===== src/replay_pkg.sv =====
// ~~~~~~~~~~~~~~~~~~~~~~~~~~~~~~~~~~~~~~~~~~~~~~~~~~~~~~~~~~~~~~~~~~~~
// packet replay package: widths, bus and memory port types, constants
// ~~~~~~~~~~~~~~~~~~~~~~~~~~~~~~~~~~~~~~~~~~~~~~~~~~~~~~~~~~~~~~~~~~~~
package replay_pkg;

   localparam int WORD_ADDR_W = 27;
   localparam int APP_ADDR_W  = 30;

   typedef logic [WORD_ADDR_W-1:0] word_addr_t;
   // word address followed by three zero bits
   typedef logic [APP_ADDR_W-1:0]  app_addr_t;
   typedef logic [511:0]           app_data_t;
   typedef logic [63:0]            app_mask_t;
   typedef logic [2:0]             app_cmd_t;
   typedef logic [31:0]            bus_data_t;

   localparam app_cmd_t CMD_WRITE = 3'd0;
   localparam app_cmd_t CMD_READ  = 3'd1;

   typedef struct packed {
      logic [255:0] tdata;
      logic [31:0]  tkeep;
      logic [127:0] tuser;
      logic         tlast;
   } pkt_beat_t;

   // user-port request, a set mask bit hides that byte
   typedef struct packed {
      app_addr_t addr;
      app_cmd_t  cmd;
      logic      en;
      app_data_t wdf_data;
      logic      wdf_end;
      logic      wdf_wren;
      app_mask_t wdf_mask;
   } app_req_t;

   typedef struct packed {
      logic      rdy;
      logic      wdf_rdy;
      app_data_t rd_data;
      logic      rd_data_valid;
      logic      calib_done;
   } app_rsp_t;

   typedef struct packed {
      logic [15:0] addr;
      logic        cs;
      logic        rnw;
      bus_data_t   data;
   } bus_req_t;

   localparam logic [15:0] REG_CTRL_STATUS  = 16'h0000;
   localparam logic [15:0] REG_PKT_CNT      = 16'h0004;
   localparam logic [15:0] REG_PKT_END_ADDR = 16'h0008;

   typedef enum logic [1:0] {IDLE, CAPTURE, REPLAY} seq_mode_e;

endpackage


===== src/capture_engine.sv =====
// ~~~~~~~~~~~~~~~~~~~~~~~~~~~~~~~~~~~~~~~~~~~~~~~~~~~~~~~~~~~~~~~~~~~~
// capture engine: writes each beat one 128-bit quarter at a time and
// reads every quarter back, retrying it until the readback matches
// ~~~~~~~~~~~~~~~~~~~~~~~~~~~~~~~~~~~~~~~~~~~~~~~~~~~~~~~~~~~~~~~~~~~~
module capture_engine (
   input  logic                   clk,
   input  logic                   rst_clk,
   input  logic                   go_i,
   input  replay_pkg::pkt_beat_t  pkt_i,
   input  logic                   pkt_valid_i,
   input  logic                   done_i,
   input  logic                   clear_i,
   input  replay_pkg::app_rsp_t   rsp_i,
   output replay_pkg::app_req_t   req_o,
   output logic                   pkt_ready_o,
   output logic                   busy_o,
   output replay_pkg::word_addr_t end_addr_o
);
   import replay_pkg::*;

   typedef enum logic [1:0] {CAP_IDLE, CAP_WR, CAP_CHECK, CAP_VALID} cap_state_e;

   cap_state_e state_q;
   cap_state_e state_d;
   logic [1:0] quarter_q;
   logic [1:0] quarter_d;
   word_addr_t addr_q;
   word_addr_t addr_d;
   app_data_t  word;
   app_data_t  window;
   app_mask_t  quarter_mask;
   logic       match;

   // beat zero-extended into one memory word
   assign word = app_data_t'(pkt_i);

   // only the current quarter is exposed, on write and on compare
   assign window       = app_data_t'({128{1'b1}}) << {quarter_q, 7'd0};
   assign quarter_mask = ~(app_mask_t'(16'hffff) << {quarter_q, 4'd0});
   assign match        = (rsp_i.rd_data & window) == (word & window);

   assign busy_o = (state_q != CAP_IDLE);

   always_comb begin
      state_d       = state_q;
      quarter_d     = quarter_q;
      addr_d        = addr_q;
      pkt_ready_o   = 1'b0;
      req_o         = '0;
      req_o.addr    = {addr_q, 3'b000};
      req_o.wdf_mask = '1;
      case (state_q)
         CAP_IDLE: begin
            if (go_i) begin
               state_d   = CAP_WR;
               quarter_d = 2'd0;
            end
         end
         CAP_WR: begin
            if (pkt_valid_i) begin
               req_o.cmd      = CMD_WRITE;
               req_o.en       = 1'b1;
               req_o.wdf_end  = 1'b1;
               req_o.wdf_wren = 1'b1;
               req_o.wdf_data = word;
               req_o.wdf_mask = quarter_mask;
               if (rsp_i.wdf_rdy) begin
                  state_d = CAP_CHECK;
               end
            end else if (done_i) begin
               // no beat pending, capture is over
               state_d = CAP_IDLE;
            end
         end
         CAP_CHECK: begin
            req_o.cmd = CMD_READ;
            req_o.en  = 1'b1;
            if (rsp_i.rdy) begin
               state_d = CAP_VALID;
            end
         end
         CAP_VALID: begin
            if (rsp_i.rd_data_valid) begin
               // a mismatch rewrites the same quarter
               state_d = CAP_WR;
               if (match) begin
                  quarter_d = quarter_q + 2'd1;
                  if (quarter_q == 2'd3) begin
                     pkt_ready_o = 1'b1;
                     addr_d      = addr_q + 1'b1;
                  end
               end
            end
         end
         default: state_d = CAP_IDLE;
      endcase
      if (clear_i) begin
         state_d = CAP_IDLE;
         addr_d  = '0;
      end
   end

   always_ff @(posedge clk) begin
      if (rst_clk) begin
         state_q    <= CAP_IDLE;
         quarter_q  <= 2'd0;
         addr_q     <= '0;
         end_addr_o <= '0;
      end else begin
         state_q   <= state_d;
         quarter_q <= quarter_d;
         addr_q    <= addr_d;
         if (req_o.en && req_o.wdf_wren && rsp_i.wdf_rdy) begin
            end_addr_o <= addr_q;
         end
      end
   end

endmodule


===== src/ctrl_sync.sv =====
// ~~~~~~~~~~~~~~~~~~~~~~~~~~~~~~~~~~~~~~~~~~~~~~~~~~~~~~~~~~~~~~~~~~~~
// control strobe sync: edge pulses plus clear and sw reset hold levels
// ~~~~~~~~~~~~~~~~~~~~~~~~~~~~~~~~~~~~~~~~~~~~~~~~~~~~~~~~~~~~~~~~~~~~
module ctrl_sync (
   input  logic                  clk,
   input  logic                  rst_clk,
   input  logic                  sw_rst_i,
   input  logic                  start_replay_i,
   input  logic                  wr_done_i,
   input  replay_pkg::seq_mode_e mode_i,
   output logic                  start_pulse_o,
   output logic                  done_pulse_o,
   output logic                  clear_o,
   output logic                  sw_rst_hold_o
);
   import replay_pkg::*;

   logic [2:0] start_sr;
   logic [2:0] done_sr;
   logic [2:0] swr_sr;
   logic       swr_rise;
   logic       swr_fall;

   always_ff @(posedge clk) begin
      if (rst_clk) begin
         start_sr <= '0;
         done_sr  <= '0;
         swr_sr   <= '0;
      end else begin
         start_sr <= {start_sr[1:0], start_replay_i};
         done_sr  <= {done_sr[1:0], wr_done_i};
         swr_sr   <= {swr_sr[1:0], sw_rst_i};
      end
   end

   // edges taken between stage 2 and stage 3
   assign start_pulse_o = start_sr[1] & ~start_sr[2];
   assign done_pulse_o  = done_sr[1] & ~done_sr[2];
   assign swr_rise      = swr_sr[1] & ~swr_sr[2];
   assign swr_fall      = ~swr_sr[1] & swr_sr[2];

   always_ff @(posedge clk) begin
      if (rst_clk) begin
         clear_o       <= 1'b0;
         sw_rst_hold_o <= 1'b0;
      end else begin
         if (swr_rise) begin
            sw_rst_hold_o <= 1'b1;
         end else if (swr_fall) begin
            sw_rst_hold_o <= 1'b0;
         end
         // clear stays up until the sequencer has gone idle
         if (swr_rise) begin
            clear_o <= 1'b1;
         end else if (mode_i == IDLE) begin
            clear_o <= 1'b0;
         end
      end
   end

endmodule


===== src/dram_sequencer.sv =====
// ~~~~~~~~~~~~~~~~~~~~~~~~~~~~~~~~~~~~~~~~~~~~~~~~~~~~~~~~~~~~~~~~~~~~
// DRAM sequencer: grants the memory port to capture or replay
// ~~~~~~~~~~~~~~~~~~~~~~~~~~~~~~~~~~~~~~~~~~~~~~~~~~~~~~~~~~~~~~~~~~~~
module dram_sequencer (
   input  logic                  clk,
   input  logic                  rst_clk,
   input  logic                  pkt_valid_i,
   input  logic                  start_i,
   input  logic                  sw_rst_hold_i,
   input  logic                  cap_busy_i,
   input  logic                  rep_busy_i,
   input  replay_pkg::app_req_t  cap_req_i,
   input  replay_pkg::app_req_t  rep_req_i,
   output replay_pkg::seq_mode_e mode_o,
   output logic                  cap_go_o,
   output logic                  rep_go_o,
   output replay_pkg::app_req_t  app_req_o
);
   import replay_pkg::*;

   seq_mode_e mode_d;

   // capture wins over replay, replay is blocked during sw reset
   always_comb begin
      mode_d   = mode_o;
      cap_go_o = 1'b0;
      rep_go_o = 1'b0;
      case (mode_o)
         IDLE: begin
            if (pkt_valid_i) begin
               cap_go_o = 1'b1;
               mode_d   = CAPTURE;
            end else if (start_i && !sw_rst_hold_i) begin
               rep_go_o = 1'b1;
               mode_d   = REPLAY;
            end
         end
         CAPTURE: if (!cap_busy_i) mode_d = IDLE;
         REPLAY:  if (!rep_busy_i) mode_d = IDLE;
         default: mode_d = IDLE;
      endcase
   end

   always_ff @(posedge clk) begin
      if (rst_clk) begin
         mode_o <= IDLE;
      end else begin
         mode_o <= mode_d;
      end
   end

   always_comb begin
      case (mode_o)
         CAPTURE: app_req_o = cap_req_i;
         REPLAY:  app_req_o = rep_req_i;
         default: begin
            app_req_o          = '0;
            app_req_o.wdf_mask = '1;
         end
      endcase
   end

endmodule


===== src/pkt_replay_top.sv =====
// ~~~~~~~~~~~~~~~~~~~~~~~~~~~~~~~~~~~~~~~~~~~~~~~~~~~~~~~~~~~~~~~~~~~~
// packet capture and replay controller on a DDR user port
// ~~~~~~~~~~~~~~~~~~~~~~~~~~~~~~~~~~~~~~~~~~~~~~~~~~~~~~~~~~~~~~~~~~~~
module pkt_replay_top #(
   parameter int REPLAY_CNT_W = 32
) (
   input  logic                    clk,
   input  logic                    rst_clk,
   input  replay_pkg::pkt_beat_t   pkt_i,
   input  logic                    pkt_valid_i,
   output logic                    pkt_ready_o,
   input  logic                    ds_ready_i,
   input  logic                    sw_rst_i,
   input  logic                    start_replay_i,
   input  logic                    wr_done_i,
   input  logic [REPLAY_CNT_W-1:0] replay_count_i,
   output replay_pkg::app_req_t    app_req_o,
   input  replay_pkg::app_rsp_t    app_rsp_i,
   input  replay_pkg::bus_req_t    bus_i,
   output replay_pkg::bus_data_t   bus_rdata_o,
   output logic                    bus_rd_ack_o,
   output logic                    bus_wr_ack_o
);
   import replay_pkg::*;

   seq_mode_e  mode;
   logic       start_pulse;
   logic       done_pulse;
   logic       clear;
   logic       sw_rst_hold;
   logic       cap_go;
   logic       rep_go;
   logic       cap_busy;
   logic       rep_busy;
   app_req_t   cap_req;
   app_req_t   rep_req;
   word_addr_t end_addr;

   ctrl_sync u_ctrl_sync (
      .clk            (clk),
      .rst_clk        (rst_clk),
      .sw_rst_i       (sw_rst_i),
      .start_replay_i (start_replay_i),
      .wr_done_i      (wr_done_i),
      .mode_i         (mode),
      .start_pulse_o  (start_pulse),
      .done_pulse_o   (done_pulse),
      .clear_o        (clear),
      .sw_rst_hold_o  (sw_rst_hold)
   );

   capture_engine u_capture_engine (
      .clk         (clk),
      .rst_clk     (rst_clk),
      .go_i        (cap_go),
      .pkt_i       (pkt_i),
      .pkt_valid_i (pkt_valid_i),
      .done_i      (done_pulse),
      .clear_i     (clear),
      .rsp_i       (app_rsp_i),
      .req_o       (cap_req),
      .pkt_ready_o (pkt_ready_o),
      .busy_o      (cap_busy),
      .end_addr_o  (end_addr)
   );

   replay_engine #(
      .REPLAY_CNT_W (REPLAY_CNT_W)
   ) u_replay_engine (
      .clk            (clk),
      .rst_clk        (rst_clk),
      .go_i           (rep_go),
      .start_i        (start_pulse),
      .clear_i        (clear),
      .replay_count_i (replay_count_i),
      .ds_ready_i     (ds_ready_i),
      .end_addr_i     (end_addr),
      .rsp_i          (app_rsp_i),
      .req_o          (rep_req),
      .busy_o         (rep_busy)
   );

   dram_sequencer u_dram_sequencer (
      .clk           (clk),
      .rst_clk       (rst_clk),
      .pkt_valid_i   (pkt_valid_i),
      .start_i       (start_pulse),
      .sw_rst_hold_i (sw_rst_hold),
      .cap_busy_i    (cap_busy),
      .rep_busy_i    (rep_busy),
      .cap_req_i     (cap_req),
      .rep_req_i     (rep_req),
      .mode_o        (mode),
      .cap_go_o      (cap_go),
      .rep_go_o      (rep_go),
      .app_req_o     (app_req_o)
   );

   reg_bus_slave u_reg_bus_slave (
      .clk          (clk),
      .rst_clk      (rst_clk),
      .bus_i        (bus_i),
      .pkt_i        (pkt_i),
      .pkt_valid_i  (pkt_valid_i),
      .cap_go_i     (cap_go),
      .clear_i      (clear),
      .end_addr_i   (end_addr),
      .rsp_i        (app_rsp_i),
      .bus_rdata_o  (bus_rdata_o),
      .bus_rd_ack_o (bus_rd_ack_o),
      .bus_wr_ack_o (bus_wr_ack_o)
   );

endmodule


===== src/reg_bus_slave.sv =====
// ~~~~~~~~~~~~~~~~~~~~~~~~~~~~~~~~~~~~~~~~~~~~~~~~~~~~~~~~~~~~~~~~~~~~
// register bus slave: status, packet count and end address readback
// ~~~~~~~~~~~~~~~~~~~~~~~~~~~~~~~~~~~~~~~~~~~~~~~~~~~~~~~~~~~~~~~~~~~~
module reg_bus_slave (
   input  logic                   clk,
   input  logic                   rst_clk,
   input  replay_pkg::bus_req_t   bus_i,
   input  replay_pkg::pkt_beat_t  pkt_i,
   input  logic                   pkt_valid_i,
   input  logic                   cap_go_i,
   input  logic                   clear_i,
   input  replay_pkg::word_addr_t end_addr_i,
   input  replay_pkg::app_rsp_t   rsp_i,
   output replay_pkg::bus_data_t  bus_rdata_o,
   output logic                   bus_rd_ack_o,
   output logic                   bus_wr_ack_o
);
   import replay_pkg::*;

   typedef enum logic [2:0] {
      BUS_IDLE, BUS_WR, BUS_WR_DONE, BUS_WR_WAIT, BUS_RD, BUS_RD_DONE, BUS_RD_WAIT
   } bus_state_e;

   bus_state_e state_q;
   bus_state_e state_d;
   bus_data_t  reg_rdata;
   bus_data_t  pkt_cnt_q;
   logic       tlast_q;
   logic       tlast_rise;

   always_comb begin
      case (bus_i.addr)
         REG_CTRL_STATUS:  reg_rdata = {28'b0, rsp_i.wdf_rdy, rsp_i.rdy, pkt_valid_i,
                                        rsp_i.calib_done};
         REG_PKT_CNT:      reg_rdata = pkt_cnt_q;
         REG_PKT_END_ADDR: reg_rdata = bus_data_t'(end_addr_i);
         default:          reg_rdata = '0;
      endcase
   end

   // ack two cycles after cs, then hold until cs drops
   always_comb begin
      state_d      = BUS_IDLE;
      bus_wr_ack_o = 1'b0;
      bus_rd_ack_o = 1'b0;
      bus_rdata_o  = '0;
      case (state_q)
         BUS_IDLE:    state_d = !bus_i.cs ? BUS_IDLE : (bus_i.rnw ? BUS_RD : BUS_WR);
         BUS_WR:      state_d = BUS_WR_DONE;
         BUS_WR_DONE: begin
            bus_wr_ack_o = 1'b1;
            state_d      = BUS_WR_WAIT;
         end
         BUS_WR_WAIT: state_d = bus_i.cs ? BUS_WR_WAIT : BUS_IDLE;
         BUS_RD:      state_d = BUS_RD_DONE;
         BUS_RD_DONE: begin
            bus_rd_ack_o = 1'b1;
            bus_rdata_o  = reg_rdata;
            state_d      = BUS_RD_WAIT;
         end
         BUS_RD_WAIT: state_d = bus_i.cs ? BUS_RD_WAIT : BUS_IDLE;
         default:     state_d = BUS_IDLE;
      endcase
   end

   assign tlast_rise = pkt_i.tlast && pkt_valid_i && !tlast_q;

   always_ff @(posedge clk) begin
      if (rst_clk) begin
         state_q   <= BUS_IDLE;
         tlast_q   <= 1'b0;
         pkt_cnt_q <= '0;
      end else begin
         state_q <= state_d;
         tlast_q <= pkt_i.tlast && pkt_valid_i;
         // count restarts with every new capture
         if (clear_i || cap_go_i) begin
            pkt_cnt_q <= '0;
         end else if (tlast_rise) begin
            pkt_cnt_q <= pkt_cnt_q + 1'b1;
         end
      end
   end

endmodule


===== src/replay_engine.sv =====
// ~~~~~~~~~~~~~~~~~~~~~~~~~~~~~~~~~~~~~~~~~~~~~~~~~~~~~~~~~~~~~~~~~~~~
// replay engine: reads words 0 to end address for the latched passes
// ~~~~~~~~~~~~~~~~~~~~~~~~~~~~~~~~~~~~~~~~~~~~~~~~~~~~~~~~~~~~~~~~~~~~
module replay_engine #(
   parameter int REPLAY_CNT_W = 32
) (
   input  logic                    clk,
   input  logic                    rst_clk,
   input  logic                    go_i,
   input  logic                    start_i,
   input  logic                    clear_i,
   input  logic [REPLAY_CNT_W-1:0] replay_count_i,
   input  logic                    ds_ready_i,
   input  replay_pkg::word_addr_t  end_addr_i,
   input  replay_pkg::app_rsp_t    rsp_i,
   output replay_pkg::app_req_t    req_o,
   output logic                    busy_o
);
   import replay_pkg::*;

   typedef enum logic [1:0] {RP_IDLE, RP_READ, RP_WAIT} rep_state_e;

   rep_state_e              state_q;
   word_addr_t              addr_q;
   logic [REPLAY_CNT_W-1:0] count_q;
   logic [REPLAY_CNT_W-1:0] pass_q;
   logic [REPLAY_CNT_W-1:0] passes_max;
   logic                    issue;

   // a zero count still gives one pass
   assign passes_max = (count_q == '0) ? REPLAY_CNT_W'(1) : count_q;
   assign issue      = (state_q == RP_READ) && ds_ready_i && rsp_i.rdy;
   assign busy_o     = (state_q != RP_IDLE);

   always_comb begin
      req_o          = '0;
      req_o.addr     = {addr_q, 3'b000};
      req_o.cmd      = CMD_READ;
      req_o.en       = issue;
      req_o.wdf_mask = '1;
   end

   always_ff @(posedge clk) begin
      if (rst_clk) begin
         state_q <= RP_IDLE;
         addr_q  <= '0;
         pass_q  <= '0;
         count_q <= '0;
      end else begin
         if (clear_i) begin
            count_q <= '0;
         end else if (start_i) begin
            count_q <= replay_count_i;
         end
         if (clear_i) begin
            state_q <= RP_IDLE;
         end else begin
            case (state_q)
               RP_IDLE: begin
                  if (go_i) begin
                     state_q <= RP_READ;
                     addr_q  <= '0;
                     pass_q  <= '0;
                  end
               end
               RP_READ: begin
                  if (issue) begin
                     addr_q <= addr_q + 1'b1;
                     if (addr_q == end_addr_i) begin
                        pass_q  <= pass_q + 1'b1;
                        state_q <= RP_WAIT;
                     end
                  end
               end
               RP_WAIT: begin
                  addr_q  <= '0;
                  state_q <= (pass_q < passes_max) ? RP_READ : RP_IDLE;
               end
               default: state_q <= RP_IDLE;
            endcase
         end
      end
   end

endmodule


===== config.mk =====
export PLATFORM = sky130hd
export DESIGN_NAME = pkt_replay_top
export DESIGN_NICKNAME = d
export VERILOG_FILES = /design/src/replay_pkg.sv /design/src/capture_engine.sv /design/src/ctrl_sync.sv /design/src/dram_sequencer.sv /design/src/pkt_replay_top.sv /design/src/reg_bus_slave.sv /design/src/replay_engine.sv
export SDC_FILE = /design/constraint.sdc
export NUM_CORES = 1
export LEC_CHECK = 0
export BUFFER_PORTS_ARGS = -buffer_cell sky130_fd_sc_hd__clkbuf_2
export CAP_MARGIN = 20
export CORE_AREA = 2 2 657 659
export CTS_CLUSTER_DIAMETER = 120
export DETAILED_ROUTE_END_ITERATION = 8
export DIE_AREA = 0 0 659 661
export HOLD_SLACK_MARGIN = 0.02
export PLACE_DENSITY_LB_ADDON = 0.12
export SLEW_MARGIN = 20
export SYNTH_ARGS = -nofsm -noshare
export SYNTH_HDL_FRONTEND = slang
export SYNTH_HIERARCHICAL = 1
export SYNTH_SLANG_ARGS = --single-unit

===== constraint.sdc =====
create_clock -name clk -period 3.45 [get_ports clk]
set_clock_uncertainty 0.2 [all_clocks]
set_input_delay 0.1725 -clock clk [delete_from_list [all_inputs] [get_ports clk]]
set_output_delay 0.1725 -clock clk [all_outputs]
set_load 0.05 [all_outputs]

==> Flow_metrics.wiki, run 1 <==
{| class="wikitable"
! Metric !! Value
|-
| Outcome || finished clean
|-
| Reg2reg setup slack || 280 ps
|-
| Post-Syn Area || 0.0340 mm2
|-
| Setup-failing EPs final || 0
|-
| Critical register-to-register path startpoint || u_dram_sequencer/mode_o[0]
|-
| Count of cells along the worst hold path || 6
|-
| Worst hold endpoint || u_capture_engine/quarter_q[0]
|-
| EDFF count, synth || 0
|-
| Final setup margin || 140 ps
|-
| Endpoints failing hold || 0
|-
| Most used cells in the layout excluding fill and tap cells || sky130_fd_sc_hd__clkbuf_2 (1372), sky130_fd_sc_hd__conb_1 (684), sky130_fd_sc_hd__a22oi_1 (612)
|-
| CTS tree || built
|-
| Residual antenna-violating net count after detailed routing || 0
|-
| Clock slew seen by the registers of the worst setup and hold paths || 110 ps
|-
| Peak supply drop || 0.408 mV
|-
| Post-synthesis register bit count || 200
|-
| Worst setup path category || input port to primary output
|-
| Synthesis warning total || 6
|-
| Wirelength per Cell || a little over 30 um
|-
| Vias/cell || ~3.2
|-
| TritonCTS sink count || 200
|-
| Final core utilization || between 10% and 20%
|-
| Post-route clock period utilization || 95.9%
|-
| Number of design-rule violations left by the first detailed-router iteration || roughly 2200
|-
| # Max-Cap Violations || 0
|-
| Final Routed Wirelength || 362000 um
|-
| # port buffers || ~1500
|-
| LEAKAGE || 19.6 nW
|-
| First-pass iteration count of the detailed router || 5
|-
| Core area || 0.429 mm2
|-
| Leading cell type in the layout, fill and taps excluded || sky130_fd_sc_hd__clkbuf_2
|-
| Power Density || 239 mW/mm2
|-
| Detailed placer's ending HPWL || 321000 um
|-
| Synthesized instance count || 4633
|-
| Layout overhead on the synthesized area || 48.9%
|-
| Root buffer selected by CTS || sky130_fd_sc_hd__clkbuf_16
|-
| Count of filler cells inserted in the layout || 50163
|-
| Share of final-layout standard cells stronger than drive strength 1 || 32.0%
|-
| Post-synthesis async set-or-reset flop share || 0%
|-
| Share of the synthesized area in the top cell type || 17.9%
|-
| Number of global-route vias before repair || 38312
|-
| Number of top-level pins || about 1700
|-
| Fin nets || a little over 7000
|-
| Die outline width || 659 um
|-
| Path class of the lowest-slack min-delay path || input port to register
|-
| DRC errors left || 0
|-
| H-tree depth || 4
|-
| Final weighted congestion in routability-driven placement || 0.915
|-
| Most used flip-flop cell after synthesis || sky130_fd_sc_hd__dfxtp_1
|-
| Largest fanout on the critical path || 4
|-
| Number of cells traversed by the worst register-to-register path || 12
|-
| Overall power after layout || 12.1 mW
|-
| Sequential share of the synthesized area || 11.8%
|-
| Kind of end point of the critical path || primary output
|-
| Top area cells in the synthesized netlist || sky130_fd_sc_hd__buf_4 (18%), sky130_fd_sc_hd__a22oi_1 (13%), sky130_fd_sc_hd__xnor2_1 (13%)
|-
| Pin count of the biggest net entering global routing || around 150
|-
| First-pass GRT wire length || roughly 440000 um
|-
| Global-route congestion overflow total || 0
|-
| Total GRT Usage || between 10% and 20%
|-
| Number of buffers added by the clock tree synthesis step || 17
|-
| Number of distinct library cells after synthesis || 73
|-
| Antenna violations before repair || ~290
|-
| Count of standard-cell rows || 241
|-
| Maximum operating frequency || 302 MHz
|-
| Critical path data arrival time || 2940 ps
|-
| Final Critical Period || 3310 ps
|-
| Total number of vias || 38164
|-
| RSZ-0062 raised after global routing || yes
|-
| Yosys top cell by area || sky130_fd_sc_hd__buf_4
|-
| CP Data Required Time || slightly above 3000 ps
|-
| Terminus of the critical flop-to-flop path || u_replay_engine/pass_q[6]
|-
| Starting Density || 7.93%
|-
| Final TNS setup || 0 ps
|-
| Crit path launch type || input port
|-
| Number of pins with negative max-slew slack in the final report || 0
|-
| Least-Margin Pin Slew || 1190 ps
|-
| Place WS || -471 ps
|-
| Post-synthesis average cell area || 7.35 um2
|-
| Die Y-Extent || 661 um
|-
| Hold path start || app_rsp_i[1]
|-
| Worst slew slack as a fraction of its limit || 20.4%
|-
| Die Area || 0.436 mm2
|-
| Clock latency on the worst-skew pair || 510 ps
|-
| Maximum root-to-sink buffer count || 2
|}
stage by stage:
stage / cells / instance area, um2 / hold slack, ps
floorplan: 5314 / 36600 / 41.6
global placement: 11723 / 48800 / 198
detailed placement: 11725 / 48900 / 202
CTS: 11805 / 50200 / 26.8
finish: 11942 / 50700 / 60.5
global route: 11906 / 50600 / 81.4
power breakdown:
group          internal [mW]  switching [mW]  total, mW
logic                   2.58            4.90       7.48
clock network          0.982            1.23       2.21
registers               2.35          0.0735       2.43
cell families after synthesis:
| kind of cell | after synthesis | share of synthesized area (%) |
|---|---|---|
| compound gates | 824 | 17.2 |
| xor+xnor | 505 | 13.0 |
| fa+ha+maj | 49 | 1.79 |
| buf+inv | 1203 | 23.7 |
| flops | 200 | 11.8 |
| mux | 48 | 1.43 |
| other cells | 3 | 0.0331 |
| simple gates | 1801 | 31.1 |
synth_stat cells (41+ instances only):
cell	number
sky130_fd_sc_hd__buf_4	810
sky130_fd_sc_hd__a22oi_1	612
sky130_fd_sc_hd__nor2b_1	558
sky130_fd_sc_hd__xnor2_1	493
sky130_fd_sc_hd__and3_1	437
sky130_fd_sc_hd__clkbuf_1	206
sky130_fd_sc_hd__dfxtp_1	200
sky130_fd_sc_hd__nand2_1	197
sky130_fd_sc_hd__nand4_1	165
sky130_fd_sc_hd__nor2_1	130
sky130_fd_sc_hd__a21oi_1	95
sky130_fd_sc_hd__inv_1	92
sky130_fd_sc_hd__nor3_1	74
sky130_fd_sc_hd__nor4_1	70
sky130_fd_sc_hd__buf_6	62
sky130_fd_sc_hd__ha_1	48
sky130_fd_sc_hd__mux2i_1	43
sky130_fd_sc_hd__o21ai_0	41
cell type report:
class                           instances  area [um2]  area share, %
Inverter                               92         345          0.681
Clock inverter                         15         174          0.343
Antenna cell                          136         340          0.671
Multi-Input combinational cell       3911       25000           49.3
Clock buffer                           17         425          0.839
Timing Repair Buffer                 1861       13300           26.2
Sequential cell                       200        4010           7.90
Tap cell                             5710        7140           14.1
worst max path at each step:
stage | slack (ps) | cells after the start | to | start
finish | 140 | 14 | pkt_ready_o | pkt_i[167]
detailed placement | -470 | 15 | u_capture_engine/addr_q[12] | pkt_i[300]
global placement | -880 | 14 | u_capture_engine/addr_q[10] | pkt_i[8]
floorplan | 740 | 8 | app_req_o[78] | u_capture_engine/state_q[1]
global route | -60 | 14 | pkt_ready_o | pkt_i[167]
CTS | -70 | 14 | pkt_ready_o | pkt_i[22]
metal layers:
layer	share of wire, %	wire length [um]	global-route usage, %	vias up
met4	3.5	12500	5.47	150
met5	0.27	993	0	-
met1	34	122000	15.4	18133
li1	-	-	-	17883
met3	9.3	33500	6.54	526
met2	53	193000	30.1	1472
critical path, stage by stage:
cell and delay, ps:
sky130_fd_sc_hd__clkbuf_2 170, sky130_fd_sc_hd__xnor2_2 340, sky130_fd_sc_hd__buf_4 210, sky130_fd_sc_hd__nand4_1 260
sky130_fd_sc_hd__nor4_2 290, sky130_fd_sc_hd__buf_4 150, sky130_fd_sc_hd__nand4_1 160, sky130_fd_sc_hd__o21ai_4 220
sky130_fd_sc_hd__buf_12 160, sky130_fd_sc_hd__buf_4 140, sky130_fd_sc_hd__nand4_1 120, sky130_fd_sc_hd__nor3_2 190
sky130_fd_sc_hd__buf_6 160, sky130_fd_sc_hd__buf_12 140
registers in the layout (all words and copies together) (netlist names), 2 cells and up:
name / flops
u_reg_bus_slave/pkt_cnt_q: 32
u_replay_engine/count_q: 32
u_replay_engine/pass_q: 32
u_capture_engine/addr_q: 27
u_capture_engine/end_addr_o: 27
u_replay_engine/addr_q: 27
u_ctrl_sync/done_sr: 3
u_ctrl_sync/start_sr: 3
u_ctrl_sync/swr_sr: 3
u_reg_bus_slave/state_q: 3
u_capture_engine/quarter_q: 2
u_capture_engine/state_q: 2
u_dram_sequencer/mode_o: 2
u_replay_engine/state_q: 2
repair_timing:
action / 4_1_cts / 5_1_grt
gates cloned: 1 / 1
resized for setup: 22 / 27
setup endpoints to repair: 72 / 12
hold buffers: 43 / 0
endpoints found under the hold margin: 43 / 0
pin swaps: 4 / 10
buffers inserted: 4 / 0
(Power assumes the default switching activity.)
==> run 2, diff against run 1 <==
--- a/config.mk
+++ b/config.mk
@@ -7,10 +7,12 @@
 export LEC_CHECK = 0
 export BUFFER_PORTS_ARGS = -buffer_cell sky130_fd_sc_hd__clkbuf_2
 export CAP_MARGIN = 20
-export CORE_AREA = 2 2 657 659
+export CELL_PAD_IN_SITES_DETAIL_PLACEMENT = 0
+export CELL_PAD_IN_SITES_GLOBAL_PLACEMENT = 1
+export CORE_AREA = 3 3 657 659
 export CTS_CLUSTER_DIAMETER = 120
 export DETAILED_ROUTE_END_ITERATION = 8
-export DIE_AREA = 0 0 659 661
+export DIE_AREA = 0 0 660 662
 export HOLD_SLACK_MARGIN = 0.02
 export PLACE_DENSITY_LB_ADDON = 0.12
 export SLEW_MARGIN = 20
==> run 2 against run 1 <==
  * Critical path depth fell by 1
  * Cell count fell by 0.49%
  * Total power rose by 0.14%
  * Sequential share of layout area barely moved
  * First-iteration DRC count rose by 0.54%
  * Global-route usage barely moved
  * Cell area fell by 0.45%
  * Sequential power barely moved
  * Hold slack improved by 54 ps
  * Maximum frequency fell by 3.4%
  * Count of clock-buffer cells in the layout rose by 1
==> Flow_metrics.wiki, run 2 (synthesis results as in run 1) <==
{| class="wikitable"
! Metric !! Value
|-
| CTS tree || built
|-
| Layout overhead on the synthesized area || 48.3%
|-
| Starting Density || 7.98% (+0.044 points)
|-
| RSZ-0062 raised after global routing || yes
|-
| Number of top-level pins || 1669 (unchanged)
|-
| Die Y-Extent || 662 um (+0.15%)
|-
| # Max-Cap Violations || 0 (unchanged)
|-
| Count of filler cells inserted in the layout || 49857 (-0.61%)
|-
| Final core utilization || 11.8% (+0.012 points)
|-
| Number of design-rule violations left by the first detailed-router iteration || 2241 (+0.54%)
|-
| Terminus of the critical flop-to-flop path || u_replay_engine/pass_q[20]
|-
| Final TNS setup || 0 ps (unchanged)
|-
| Placed cells || 11677 (-0.41%)
|-
| Number of pins with negative max-slew slack in the final report || 0 (unchanged)
|-
| Leading cell type in the layout, fill and taps excluded || sky130_fd_sc_hd__clkbuf_2
|-
| Met1 track utilization from global routing || 16.4% (+0.98 points)
|-
| Worst hold endpoint || u_capture_engine/quarter_q[0]
|-
| Detailed placer's ending HPWL || 322000 um (+0.26%)
|-
| Vias/cell || 3.20 (about the same)
|-
| Total GRT Usage || 15.9% (+0.028 points)
|-
| Critical path data arrival time || 3050 ps (+110 ps)
|-
| TritonCTS sink count || 200 (unchanged)
|-
| Finished Layout Cells || 11883 (-0.49%)
|-
| Final setup margin || 23.4 ps (-117 ps)
|-
| First-pass iteration count of the detailed router || 6 (+1)
|-
| Hold path start || app_rsp_i[1]
|-
| Number of buffers added by the clock tree synthesis step || 17 (unchanged)
|-
| Clock slew seen by the registers of the worst setup and hold paths || 80 ps (-30 ps)
|-
| Residual antenna-violating net count after detailed routing || 0 (unchanged)
|-
| Final Routed Wirelength || 364000 um (+0.58%)
|-
| Path class of the lowest-slack min-delay path || input port to register
|-
| Number of global-route vias before repair || 38365 (+0.14%)
|-
| Outcome || finished clean
|-
| Reg2reg setup slack || 240 ps (-40 ps)
|-
| Count of cells along the worst hold path || 6 (unchanged)
|-
| Share of final-layout standard cells stronger than drive strength 1 || 31.9% (-0.045 points)
|-
| Critical register-to-register path startpoint || u_dram_sequencer/mode_o[0]
|-
| Antenna violations before repair || 277 (-3.1%)
|-
| Summed area of non-filler cells in the final layout || 0.0505 mm2 (-0.45%)
|-
| Count of standard-cell rows || 240 (-0.41%)
|-
| Total number of vias || 37996 (-0.44%)
|-
| Die outline width || 660 um (+0.15%)
|-
| Maximum operating frequency || 292 MHz (-3.4%)
|-
| Met3 capacity usage during global routing || 5.08% (-1.5 points)
|-
| CP Data Required Time || 3080 ps (about the same)
|-
| DRC errors left || 0 (unchanged)
|-
| H-tree depth || 4 (unchanged)
|-
| Fin nets || 7125 (-0.39%)
|-
| Kind of end point of the critical path || primary output
|-
| Storage cell area || 0.00401 mm2 (unchanged)
|-
| Final Critical Period || 3430 ps (+117 ps)
|-
| Least-Margin Pin Slew || 1180 ps (-18.6 ps)
|-
| Global-route congestion overflow total || 0 (unchanged)
|-
| Root buffer selected by CTS || sky130_fd_sc_hd__clkbuf_16
|-
| Crit path launch type || input port
|-
| Die Area || 0.437 mm2 (+0.30%)
|-
| Core area || 0.427 mm2 (-0.55%)
|-
| Most used cells in the layout excluding fill and tap cells || sky130_fd_sc_hd__clkbuf_2 (1385), sky130_fd_sc_hd__conb_1 (684), sky130_fd_sc_hd__a22oi_1 (612)
|-
| Setup-failing EPs final || 0 (unchanged)
|-
| Endpoints failing hold || 0 (unchanged)
|-
| Largest registers || u_reg_bus_slave/pkt_cnt_q (32), u_replay_engine/count_q (32), u_replay_engine/pass_q (32)
|-
| Multi-input combinational cell area || 0.0252 mm2 (+0.92%)
|-
| Maximum root-to-sink buffer count || 2 (unchanged)
|-
| Post-route clock period utilization || 99.3% (+3.4 points)
|-
| Global-route track usage on met2 || 30.4% (+0.28 points)
|-
| Largest fanout on the critical path || 4 (unchanged)
|-
| Worst slew slack as a fraction of its limit || 21.7% (+1.2 points)
|-
| Place WS || -1230 ps (-756 ps)
|-
| Peak supply drop || 0.405 mV (-0.74%)
|-
| LEAKAGE || 19.6 nW (-0.15%)
|-
| Number of cells traversed by the worst register-to-register path || 11 (-1)
|-
| Wirelength per Cell || 30.6 um (+1.1%)
|-
| First-pass GRT wire length || 448000 um (+0.78%)
|-
| Pin count of the biggest net entering global routing || 149 (+2.8%)
|-
| # port buffers || 1536 (unchanged)
|-
| Dpl cell area || 0.0485 mm2 (-0.90%)
|-
| Most used routing layer in global routing || met2
|-
| Power Density || 240 mW/mm2 (+0.60%)
|-
| Worst setup path category || input port to primary output
|-
| Clock latency on the worst-skew pair || 520 ps (about the same)
|-
| Final weighted congestion in routability-driven placement || 0.941 (+2.9%)
|}
## run 2: cell count changes in the layout (fill, tap and decap cells not counted), sizes merged, moves of 2 or more
cell / before / now
buf: 441 / 404
clkbuf: 1393 / 1406
clkinv: 8 / 2
clkinvlp: 1 / 3
diode: 136 / 129
dlygate4sd3: 43 / 41
## run 2: critical path: stages
cell and delay, ps:
sky130_fd_sc_hd__clkbuf_2 210, sky130_fd_sc_hd__xnor2_4 270, sky130_fd_sc_hd__nand4_1 310, sky130_fd_sc_hd__nor4_4 410
sky130_fd_sc_hd__buf_4 160, sky130_fd_sc_hd__nand4_1 150, sky130_fd_sc_hd__o21ai_4 210, sky130_fd_sc_hd__buf_12 160
sky130_fd_sc_hd__buf_4 130, sky130_fd_sc_hd__nand4_1 130, sky130_fd_sc_hd__nor3_4 420, sky130_fd_sc_hd__buf_6 160
sky130_fd_sc_hd__buf_12 120
## run 2: timing repair
action                                 4_1_cts  5_1_grt
setup buffers                                5        2
setup endpoints to repair                  246        4
gates resized for setup                     33       56
endpoints found under the hold margin       41        0
hold buffers                                41        0
pin swaps                                    8       18
## run 2: through the flow
| stage | power (mW) | hold slack [ps] |
|---|---|---|
| final | 12.1 | 115 |
| after CTS | 12.4 | 61.8 |
| after global routing | 12.9 | 153 |
| after detailed placement | 9.97 | 198 |
| after floorplan | 7.04 | 41.6 |
| after global placement | 9.98 | 198 |
## run 2: layout make-up
cell class                      instances  area share, %
Tap cell                             5687           14.1
Multi-Input combinational cell       3911           50.0
Antenna cell                          129          0.640
Clock inverter                         13          0.315
Inverter                               92          0.684
Timing Repair Buffer                 1833           25.5
Sequential cell                       200           7.94
Clock buffer                           18          0.850
## run 2: where the power goes
group | internal [mW] | leakage [nW] | switching (mW)
logic | 2.56 | 17.7 | 4.93
registers | 2.35 | 1.62 | 0.0702
clock network | 1.03 | 0.279 | 1.18
total | 5.95 | 19.6 | 6.18
## run 2: worst max-delay path by stage
stage                                     start            end  slack [ps]  depth (start not counted)
finish                               pkt_i[212]    pkt_ready_o          20                         13
global placement                       pkt_i[8]    pkt_ready_o       -1210                         15
floorplan           u_capture_engine/state_q[1]  app_req_o[78]         740                          8
global route                         pkt_i[212]    pkt_ready_o         -20                         13
detailed placement                     pkt_i[8]    pkt_ready_o       -1230                         15
CTS                                    pkt_i[6]    pkt_ready_o        -180                         14
## run 2: layer usage
metal / share of wire (%) / vias to the layer above
met4: 3.4 / 126
met5: 0.22 / -
met1: 36 / 18165
met2: 53 / 1406
li1: - / 17806
met3: 7.1 / 493
